`config.mk`:
```
export PLATFORM = sky130hd
export DESIGN_NAME = rv_core_top
export DESIGN_NICKNAME = d
export VERILOG_FILES = /design/src/rv_pkg.sv /design/src/pipe_reg.sv /design/src/rv_fetch.sv /design/src/rv_regfile.sv /design/src/rv_decode.sv /design/src/rv_execute.sv /design/src/rv_core_top.sv
export SDC_FILE = /design/constraint.sdc
export NUM_CORES = 2
export LEC_CHECK = 0
export BUFFER_PORTS_ARGS = -buffer_cell sky130_fd_sc_hd__clkbuf_2
export CORE_MARGIN = 2
export CORE_UTILIZATION = 35
export CTS_BUF_LIST = sky130_fd_sc_hd__clkbuf_4 sky130_fd_sc_hd__clkbuf_8 sky130_fd_sc_hd__clkbuf_16
export CTS_CLUSTER_SIZE = 10
export DETAILED_ROUTE_END_ITERATION = 8
export SYNTH_ARGS = -nofsm -noshare
export SYNTH_HDL_FRONTEND = slang
export SYNTH_SLANG_ARGS = --single-unit
```
`constraint.sdc`:
```
create_clock -name clk -period 10.6 [get_ports clk]
set_input_delay 2.12 -clock clk [delete_from_list [all_inputs] [get_ports clk]]
set_output_delay 2.12 -clock clk [all_outputs]
set_load 0.05 [all_outputs]
```
`src/rv_pkg.sv`:
```
package rv_pkg;

   // machine word and register index widths
   localparam int XLEN       = 32;
   localparam int REG_ADDR_W = 5;

   // addi x0, x0, 0
   localparam logic [XLEN-1:0] NOP_INSTR = 32'h0000_0013;

   // the only opcodes this core decodes
   localparam logic [6:0] OPC_OP     = 7'b0110011;
   localparam logic [6:0] OPC_OP_IMM = 7'b0010011;
   localparam logic [6:0] OPC_BRANCH = 7'b1100011;

   typedef enum logic [2:0] {
      ALU_ADD = 3'd0,
      ALU_SUB = 3'd1,
      ALU_AND = 3'd2,
      ALU_OR  = 3'd3,
      ALU_XOR = 3'd4
   } alu_op_e;

   // fetch to decode, 65 bits
   typedef struct packed {
      logic                  valid;
      logic [XLEN-1:0]       pc;
      logic [XLEN-1:0]       instr;
   } if_id_t;

   // decode to execute
   typedef struct packed {
      logic                  valid;
      logic [XLEN-1:0]       pc;
      logic [REG_ADDR_W-1:0] rs1;
      logic [REG_ADDR_W-1:0] rs2;
      logic [XLEN-1:0]       rs1_val;
      logic [XLEN-1:0]       rs2_val;
      logic [XLEN-1:0]       imm;
      alu_op_e               alu_op;
      logic                  use_imm;
      logic                  branch;
      logic                  branch_eq;
      logic                  reg_write;
      logic [REG_ADDR_W-1:0] rd;
   } id_ex_t;

   // execute to writeback, 38 bits
   typedef struct packed {
      logic                  write;
      logic [REG_ADDR_W-1:0] rd;
      logic [XLEN-1:0]       result;
   } ex_wb_t;

endpackage

```
`src/pipe_reg.sv`:
```
`timescale 1ns/1ps

module pipe_reg #(
   parameter type T = logic [7:0]
) (
   input  logic clk,
   input  logic reset,
   input  logic flush_i,
   input  T     d_i,
   output T     q_o
);

   // no stall in this core, so the register loads every cycle
   always_ff @(posedge clk) begin
      if (reset || flush_i) begin
         // all zero payload is a bubble, valid bit included
         q_o <= '0;
      end else begin
         q_o <= d_i;
      end
   end

endmodule

```
`src/rv_fetch.sv`:
```
`timescale 1ns/1ps

module rv_fetch (
   input  logic                      clk,
   input  logic                      reset,
   input  logic                      start_i,
   input  logic [rv_pkg::XLEN-1:0]   start_pc_i,
   input  logic                      redirect_i,
   input  logic [rv_pkg::XLEN-1:0]   target_i,
   input  logic [rv_pkg::XLEN-1:0]   imem_data_i,
   output logic [rv_pkg::XLEN-1:0]   imem_addr_o,
   output rv_pkg::if_id_t            if_o
);

   logic [rv_pkg::XLEN-1:0] pc_q;
   logic                    running_q;

   // start wins over a redirect still in flight from the old program
   always_ff @(posedge clk) begin
      if (reset) begin
         pc_q      <= '0;
         running_q <= 1'b0;
      end else if (start_i) begin
         pc_q      <= start_pc_i;
         running_q <= 1'b1;
      end else if (running_q) begin
         if (redirect_i) begin
            pc_q <= target_i;
         end else begin
            pc_q <= pc_q + 32'd4;
         end
      end
   end

   assign imem_addr_o = pc_q;

   // imem answers in the same cycle
   always_comb begin
      if_o.valid = running_q;
      if_o.pc    = pc_q;
      if_o.instr = imem_data_i;
   end

endmodule

```
`src/rv_regfile.sv`:
```
`timescale 1ns/1ps

module rv_regfile (
   input  logic                          clk,
   input  logic                          reset,
   input  logic [rv_pkg::REG_ADDR_W-1:0] rs1_i,
   input  logic [rv_pkg::REG_ADDR_W-1:0] rs2_i,
   input  logic                          we_i,
   input  logic [rv_pkg::REG_ADDR_W-1:0] rd_i,
   input  logic [rv_pkg::XLEN-1:0]       wdata_i,
   output logic [rv_pkg::XLEN-1:0]       rdata1_o,
   output logic [rv_pkg::XLEN-1:0]       rdata2_o
);

   // x1..x31, x0 has no storage
   logic [rv_pkg::XLEN-1:0] regs [1:31];
   logic                    wr_en;

   assign wr_en = we_i && (rd_i != '0);

   always_ff @(posedge clk) begin
      if (reset) begin
         for (int i = 1; i < 32; i++) begin
            regs[i] <= '0;
         end
      end else if (wr_en) begin
         regs[rd_i] <= wdata_i;
      end
   end

   // write-through so decode sees the value retiring this cycle
   always_comb begin
      if (rs1_i == '0) begin
         rdata1_o = '0;
      end else if (wr_en && (rd_i == rs1_i)) begin
         rdata1_o = wdata_i;
      end else begin
         rdata1_o = regs[rs1_i];
      end

      if (rs2_i == '0) begin
         rdata2_o = '0;
      end else if (wr_en && (rd_i == rs2_i)) begin
         rdata2_o = wdata_i;
      end else begin
         rdata2_o = regs[rs2_i];
      end
   end

endmodule

```
`src/rv_decode.sv`:
```
`timescale 1ns/1ps

module rv_decode (
   input  rv_pkg::if_id_t                if_i,
   output logic [rv_pkg::REG_ADDR_W-1:0] rs1_o,
   output logic [rv_pkg::REG_ADDR_W-1:0] rs2_o,
   input  logic [rv_pkg::XLEN-1:0]       rdata1_i,
   input  logic [rv_pkg::XLEN-1:0]       rdata2_i,
   output rv_pkg::id_ex_t                id_o
);

   logic [6:0]              opcode;
   logic [2:0]              funct3;
   logic [6:0]              funct7;
   logic [rv_pkg::XLEN-1:0] imm_i;
   logic [rv_pkg::XLEN-1:0] imm_b;
   logic                    supported;

   assign opcode = if_i.instr[6:0];
   assign funct3 = if_i.instr[14:12];
   assign funct7 = if_i.instr[31:25];
   assign rs1_o  = if_i.instr[19:15];
   assign rs2_o  = if_i.instr[24:20];

   // sign-extended immediates
   assign imm_i = {{20{if_i.instr[31]}}, if_i.instr[31:20]};
   assign imm_b = {{19{if_i.instr[31]}}, if_i.instr[31], if_i.instr[7],
                   if_i.instr[30:25], if_i.instr[11:8], 1'b0};

   always_comb begin
      supported      = 1'b0;
      id_o.pc        = if_i.pc;
      id_o.rs1       = rs1_o;
      id_o.rs2       = rs2_o;
      id_o.rs1_val   = rdata1_i;
      id_o.rs2_val   = rdata2_i;
      id_o.imm       = imm_i;
      id_o.alu_op    = rv_pkg::ALU_ADD;
      id_o.use_imm   = 1'b0;
      id_o.branch    = 1'b0;
      id_o.branch_eq = 1'b0;
      id_o.reg_write = 1'b0;
      id_o.rd        = if_i.instr[11:7];

      case (opcode)
         rv_pkg::OPC_OP: begin
            id_o.reg_write = 1'b1;
            case (funct3)
               3'b000: begin
                  // funct7 bit 5 picks sub
                  supported   = (funct7 == 7'b0000000) || (funct7 == 7'b0100000);
                  id_o.alu_op = funct7[5] ? rv_pkg::ALU_SUB : rv_pkg::ALU_ADD;
               end
               3'b100: begin
                  supported   = (funct7 == 7'b0000000);
                  id_o.alu_op = rv_pkg::ALU_XOR;
               end
               3'b110: begin
                  supported   = (funct7 == 7'b0000000);
                  id_o.alu_op = rv_pkg::ALU_OR;
               end
               3'b111: begin
                  supported   = (funct7 == 7'b0000000);
                  id_o.alu_op = rv_pkg::ALU_AND;
               end
               default: supported = 1'b0;
            endcase
         end
         rv_pkg::OPC_OP_IMM: begin
            id_o.reg_write = 1'b1;
            id_o.use_imm   = 1'b1;
            supported      = 1'b1;
            case (funct3)
               3'b000:  id_o.alu_op = rv_pkg::ALU_ADD;
               3'b100:  id_o.alu_op = rv_pkg::ALU_XOR;
               3'b110:  id_o.alu_op = rv_pkg::ALU_OR;
               3'b111:  id_o.alu_op = rv_pkg::ALU_AND;
               default: supported = 1'b0;
            endcase
         end
         rv_pkg::OPC_BRANCH: begin
            // beq and bne only
            id_o.imm       = imm_b;
            id_o.branch    = 1'b1;
            id_o.branch_eq = (funct3 == 3'b000);
            supported      = (funct3 == 3'b000) || (funct3 == 3'b001);
         end
         default: supported = 1'b0;
      endcase

      // anything else travels on as a bubble
      id_o.valid = if_i.valid && supported;
   end

endmodule

```
`src/rv_execute.sv`:
```
`timescale 1ns/1ps

module rv_execute (
   input  rv_pkg::id_ex_t          id_i,
   input  rv_pkg::ex_wb_t          wb_i,
   output rv_pkg::ex_wb_t          ex_o,
   output logic                    redirect_o,
   output logic [rv_pkg::XLEN-1:0] target_o
);

   logic                    fwd_a;
   logic                    fwd_b;
   logic [rv_pkg::XLEN-1:0] op_a;
   logic [rv_pkg::XLEN-1:0] op_b_reg;
   logic [rv_pkg::XLEN-1:0] op_b;
   logic [rv_pkg::XLEN-1:0] alu_res;
   logic                    equal;

   // bypass from the EX/WB register, x0 is never forwarded
   assign fwd_a = wb_i.write && (wb_i.rd != '0) && (wb_i.rd == id_i.rs1);
   assign fwd_b = wb_i.write && (wb_i.rd != '0) && (wb_i.rd == id_i.rs2);

   assign op_a     = fwd_a ? wb_i.result : id_i.rs1_val;
   assign op_b_reg = fwd_b ? wb_i.result : id_i.rs2_val;
   assign op_b     = id_i.use_imm ? id_i.imm : op_b_reg;

   always_comb begin
      case (id_i.alu_op)
         rv_pkg::ALU_ADD: alu_res = op_a + op_b;
         rv_pkg::ALU_SUB: alu_res = op_a - op_b;
         rv_pkg::ALU_AND: alu_res = op_a & op_b;
         rv_pkg::ALU_OR:  alu_res = op_a | op_b;
         rv_pkg::ALU_XOR: alu_res = op_a ^ op_b;
         default:         alu_res = '0;
      endcase
   end

   // branch compare always uses the register operands
   assign equal = (op_a == op_b_reg);

   // beq taken on equal, bne on not equal
   assign redirect_o = id_i.valid && id_i.branch && (equal == id_i.branch_eq);
   assign target_o   = id_i.pc + id_i.imm;

   // writes to x0 are dropped here so they never retire
   always_comb begin
      ex_o.write  = id_i.valid && id_i.reg_write && (id_i.rd != '0);
      ex_o.rd     = id_i.rd;
      ex_o.result = alu_res;
   end

endmodule

```
`src/rv_core_top.sv`:
```
`timescale 1ns/1ps

module rv_core_top (
   input  logic                          clk,
   input  logic                          reset,
   input  logic                          start_i,
   input  logic [rv_pkg::XLEN-1:0]       start_pc_i,
   output logic [rv_pkg::XLEN-1:0]       imem_addr_o,
   input  logic [rv_pkg::XLEN-1:0]       imem_data_i,
   output logic                          wb_valid_o,
   output logic [rv_pkg::REG_ADDR_W-1:0] wb_rd_o,
   output logic [rv_pkg::XLEN-1:0]       wb_data_o
);

   rv_pkg::if_id_t if_d;
   rv_pkg::if_id_t if_q;
   rv_pkg::id_ex_t id_d;
   rv_pkg::id_ex_t id_q;
   rv_pkg::ex_wb_t ex_d;
   rv_pkg::ex_wb_t ex_q;

   logic [rv_pkg::REG_ADDR_W-1:0] rs1;
   logic [rv_pkg::REG_ADDR_W-1:0] rs2;
   logic [rv_pkg::XLEN-1:0]       rdata1;
   logic [rv_pkg::XLEN-1:0]       rdata2;
   logic                          redirect;
   logic [rv_pkg::XLEN-1:0]       target;
   logic                          flush_front;

   // taken branch or a restart kills the two younger stages
   assign flush_front = redirect || start_i;

   rv_fetch u_fetch (
      .clk         (clk),
      .reset       (reset),
      .start_i     (start_i),
      .start_pc_i  (start_pc_i),
      .redirect_i  (redirect),
      .target_i    (target),
      .imem_data_i (imem_data_i),
      .imem_addr_o (imem_addr_o),
      .if_o        (if_d)
   );

   pipe_reg #(.T(rv_pkg::if_id_t)) u_if_id (
      .clk     (clk),
      .reset   (reset),
      .flush_i (flush_front),
      .d_i     (if_d),
      .q_o     (if_q)
   );

   rv_decode u_decode (
      .if_i     (if_q),
      .rs1_o    (rs1),
      .rs2_o    (rs2),
      .rdata1_i (rdata1),
      .rdata2_i (rdata2),
      .id_o     (id_d)
   );

   rv_regfile u_regfile (
      .clk      (clk),
      .reset    (reset),
      .rs1_i    (rs1),
      .rs2_i    (rs2),
      .we_i     (ex_q.write),
      .rd_i     (ex_q.rd),
      .wdata_i  (ex_q.result),
      .rdata1_o (rdata1),
      .rdata2_o (rdata2)
   );

   pipe_reg #(.T(rv_pkg::id_ex_t)) u_id_ex (
      .clk     (clk),
      .reset   (reset),
      .flush_i (flush_front),
      .d_i     (id_d),
      .q_o     (id_q)
   );

   rv_execute u_execute (
      .id_i       (id_q),
      .wb_i       (ex_q),
      .ex_o       (ex_d),
      .redirect_o (redirect),
      .target_o   (target)
   );

   // the branch itself is older than the flush and still retires nothing
   pipe_reg #(.T(rv_pkg::ex_wb_t)) u_ex_wb (
      .clk     (clk),
      .reset   (reset),
      .flush_i (1'b0),
      .d_i     (ex_d),
      .q_o     (ex_q)
   );

   assign wb_valid_o = ex_q.write;
   assign wb_rd_o    = ex_q.rd;
   assign wb_data_o  = ex_q.result;

endmodule

```
==> reports/metrics.csv <==
metric,value,unit
fillers,18700,
cts_root_buf,clkbuf_16,
synth-seq-cells,1292,
synth_top_area_cell,edfxtp_1,
design_area,79200,sq um
drtAntennaViolNets,0,
post-route-period-util,69.8,%
clock_latency,0.84,ns
row_count,165,
dp_hpwl,145,mm
wl,237,mm
nNetsFinal,5514,
ios,137,
antenna_found_initial,11,
cts_buffers,153,
worstSetupPathType,reg -> reg,
startpoint_type,flop,
dieWidth,454,um
start_util,35.2,%
setup_viol,0,
ys_types,79,
finalMaxSlewViolations,0,
syn_area_per_cell,13.2,sq um
grt_pass1_wl,341,mm
h-tree-depth,4,
cp_max_fo,41,
track_usage,22.6,%
critPathRequiredTime,11.31,ns
overflow,0,
power_per_cell_area,166,nW/um^2
max_freq,135,MHz
post_cts_buffers,0,
dp_cells,7835,
seqCellArea,36100,sq um
timing.hold.ws,0.427,ns
grt_pass1_vias,48200,
dpl_cell_area,74600,sq um
vias,48600,
tns,0,ns
cts_hold_buffers,0,
cpPeakStageDelay,0.75,ns
rsz0062_at_grt,false,
syn_inst,5374,
drive_gt1_share,23.9,%
hold_viol,0,
drc,0,
core-area,202000,sq um
tightest_slew,1.44,ns
synthFlopType,edfxtp_1,
synthTopCellsByArea,"edfxtp_1, mux4_2, dfxtp_1",
drt_iter0_markers,6452,
yosysTopAreaCellShare,43.3,%
synth_edf_count,1024,
layout.cells.non_filler,8060,
dp_slack,3.32,ns
viasPerCell,6.03,
cpLargestDelayFamily,compound AO/OA/AOI/OAI gates,
place.gp.congestion,0.902,
async_flop_share,0,%
seq_area_frac_synth,50.9,%
worst-path-buf-inv,3,
routedWlPerCell,29.3,um
cp_cell_sequence,"or3_1, buf_4, o31a_1, buf_4, nand3_1, buf_4, a211oi_1, a2bb2o_1, nor4_1, a41oi_1, xnor2_1, ha_1, nand2_1, or3_1, or2_2, or3_1, o2111ai_1, a41oi_1, o211ai_1, a31oi_1, xnor2_1, a222oi_1, nor2_1",
yosysWarningCount,0,
cp.arrival,8.12,ns
final.setup.worst_slack,3.20,ns
cts_sinks,1292,
cts_tree,yes,
clk_pin_slew_worst_paths,0.06,ns
die_y,454,um
grt_max_degree,117,
status,"finished, final reports clean",
syn_to_final_growth,11.6,%
io_buffers,136,
die_area,206000,sq um
clock_path_buffers,3,
critPathCaptureType,flop,
dr.pass1.iters,9,
crit_slowest_cell,dfxtp_1,
multi_input_area,32600,sq um
max_slew_margin,3.81,%
fin_crit,7.40,ns
cts_resized,0,
syn_area,71000,sq um
hp-class,reg -> reg,
p_leak,0.0281,uW
skew,0.0400,ns
drv_cap,0,
vdd_drop_max,0.000162,V
## registers in the layout, summed over array words and instances (netlist names)
signal,cells
u_ex_wb.q_o,38
u_fetch.imem_addr_o,32
u_if_id.q_o,65
u_regfile.regs,1024
u_id_ex.q_o,132
u_fetch.running_q,1
## where the power goes
part / leakage, uW / switching, uW / internal [uW]
Clock: 0.00228 / 2180 / 2840
Combinational: 0.0131 / 1560 / 732
Sequential: 0.0127 / 173 / 5690
Total: 0.0281 / 3910 / 9260
## through the flow
| stage | total power (uW) | utilization [%] |
|---|---|---|
| 6_report | 13200 | 39.2 |
| 3_5_place_dp | 8200 | 36.9 |
| 3_3_place_gp | 8170 | 36.9 |
| 2_1_floorplan | 7320 | - |
| 4_1_cts | 13200 | 39.2 |
| 5_1_grt | 13500 | 39.2 |
## synthesized netlist by cell type (all sizes together) (8+ instances only)
| master | n |
|---|---|
| nor2 | 160 |
| nor3 | 383 |
| nand3 | 40 |
| a21o | 23 |
| o21ai | 167 |
| clkbuf | 461 |
| dfxtp | 268 |
| nand3b | 8 |
| and2 | 722 |
| ha | 127 |
| xnor2 | 105 |
| o211ai | 16 |
| a2111oi | 11 |
| nor2b | 13 |
| nand2b | 13 |
| a211oi | 20 |
| a222oi | 24 |
| xor2 | 39 |
| nand4 | 63 |
| and3 | 135 |
| a21oi | 100 |
| a311oi | 10 |
| o21a | 19 |
| a22o | 8 |
| inv | 114 |
| o21bai | 11 |
| buf | 87 |
| edfxtp | 1024 |
| nor4 | 40 |
| nand2 | 176 |
| o31ai | 30 |
| mux2i | 103 |
| a221oi | 9 |
| a32oi | 9 |
| a31oi | 32 |
| o221ai | 9 |
| mux4 | 640 |
| or2 | 46 |
| or3 | 14 |
## worst register-to-register path, delay by kind of cell (launching register included)
family	cells	cell delay, ns
and+or+nand+nor	8	2.37
adders and majority gates	1	0.37
buffers and inverters	3	1.11
DFF	1	0.75
xor gates and xnor gates	2	0.31
AOI/OAI and AO/OA	9	2.41
## per-layer routing
metal	GRT usage [%]	vias up	part of all wire [%]	routed length, um
li1	-	20500	-	-
met1	29.2	25000	39	91300
met2	37.1	2636	48	113000
met3	5.06	504	9.7	22800
met4	8.13	6	3.8	8940
met5	0	-	0.015	35
## area by class of cell
class | count | share of cell area, %
diodes | 2 | 0.00632
clock buffers | 194 | 5.25
clock inverters | 29 | 0.556
inverters | 115 | 0.545
multi-input cells | 3450 | 41.2
flip-flops and latches | 1292 | 45.6
well taps | 2672 | 4.22
repair buffers | 306 | 2.54
## final timing paths
kind,from,endpoint,slack [ns],cells after the start
worst max-delay path,u_ex_wb.q_o[35]$_SDFF_PP0_,u_ex_wb.q_o[30]$_SDFF_PP0_,3.20,23
worst min-delay path,u_if_id.q_o[64]$_SDFF_PP0_,u_id_ex.q_o[150]$_SDFF_PP0_,0.43,2
worst max register to register,u_ex_wb.q_o[35]$_SDFF_PP0_,u_ex_wb.q_o[30]$_SDFF_PP0_,3.20,23
worst min register to register,u_if_id.q_o[64]$_SDFF_PP0_,u_id_ex.q_o[150]$_SDFF_PP0_,0.43,2
## placed cells by master, fill, tap and decap left out, types with 112 or more instances in the layout
master,count
inv_1,112
ha_1,127
and3_1,135
clkbuf_16,154
dfxtp_1,258
and2_1,722
buf_4,166
edfxtp_1,1024
nor2_1,127
nand2_1,173
nor3_1,380
clkbuf_2,136
o21ai_0,163
mux4_2,640
## kinds of logic after synthesis
family	Yosys count	synth area share, %
xor+xnor	144	1.78
mux	750	21.9
simple gates	1833	14.3
other cells	1	0.00528
flops	1292	50.9
fa+ha+maj	130	2.31
buf+inv	663	3.56
compound gates	561	5.27
Note: power is estimated with default switching activity, not from simulation.
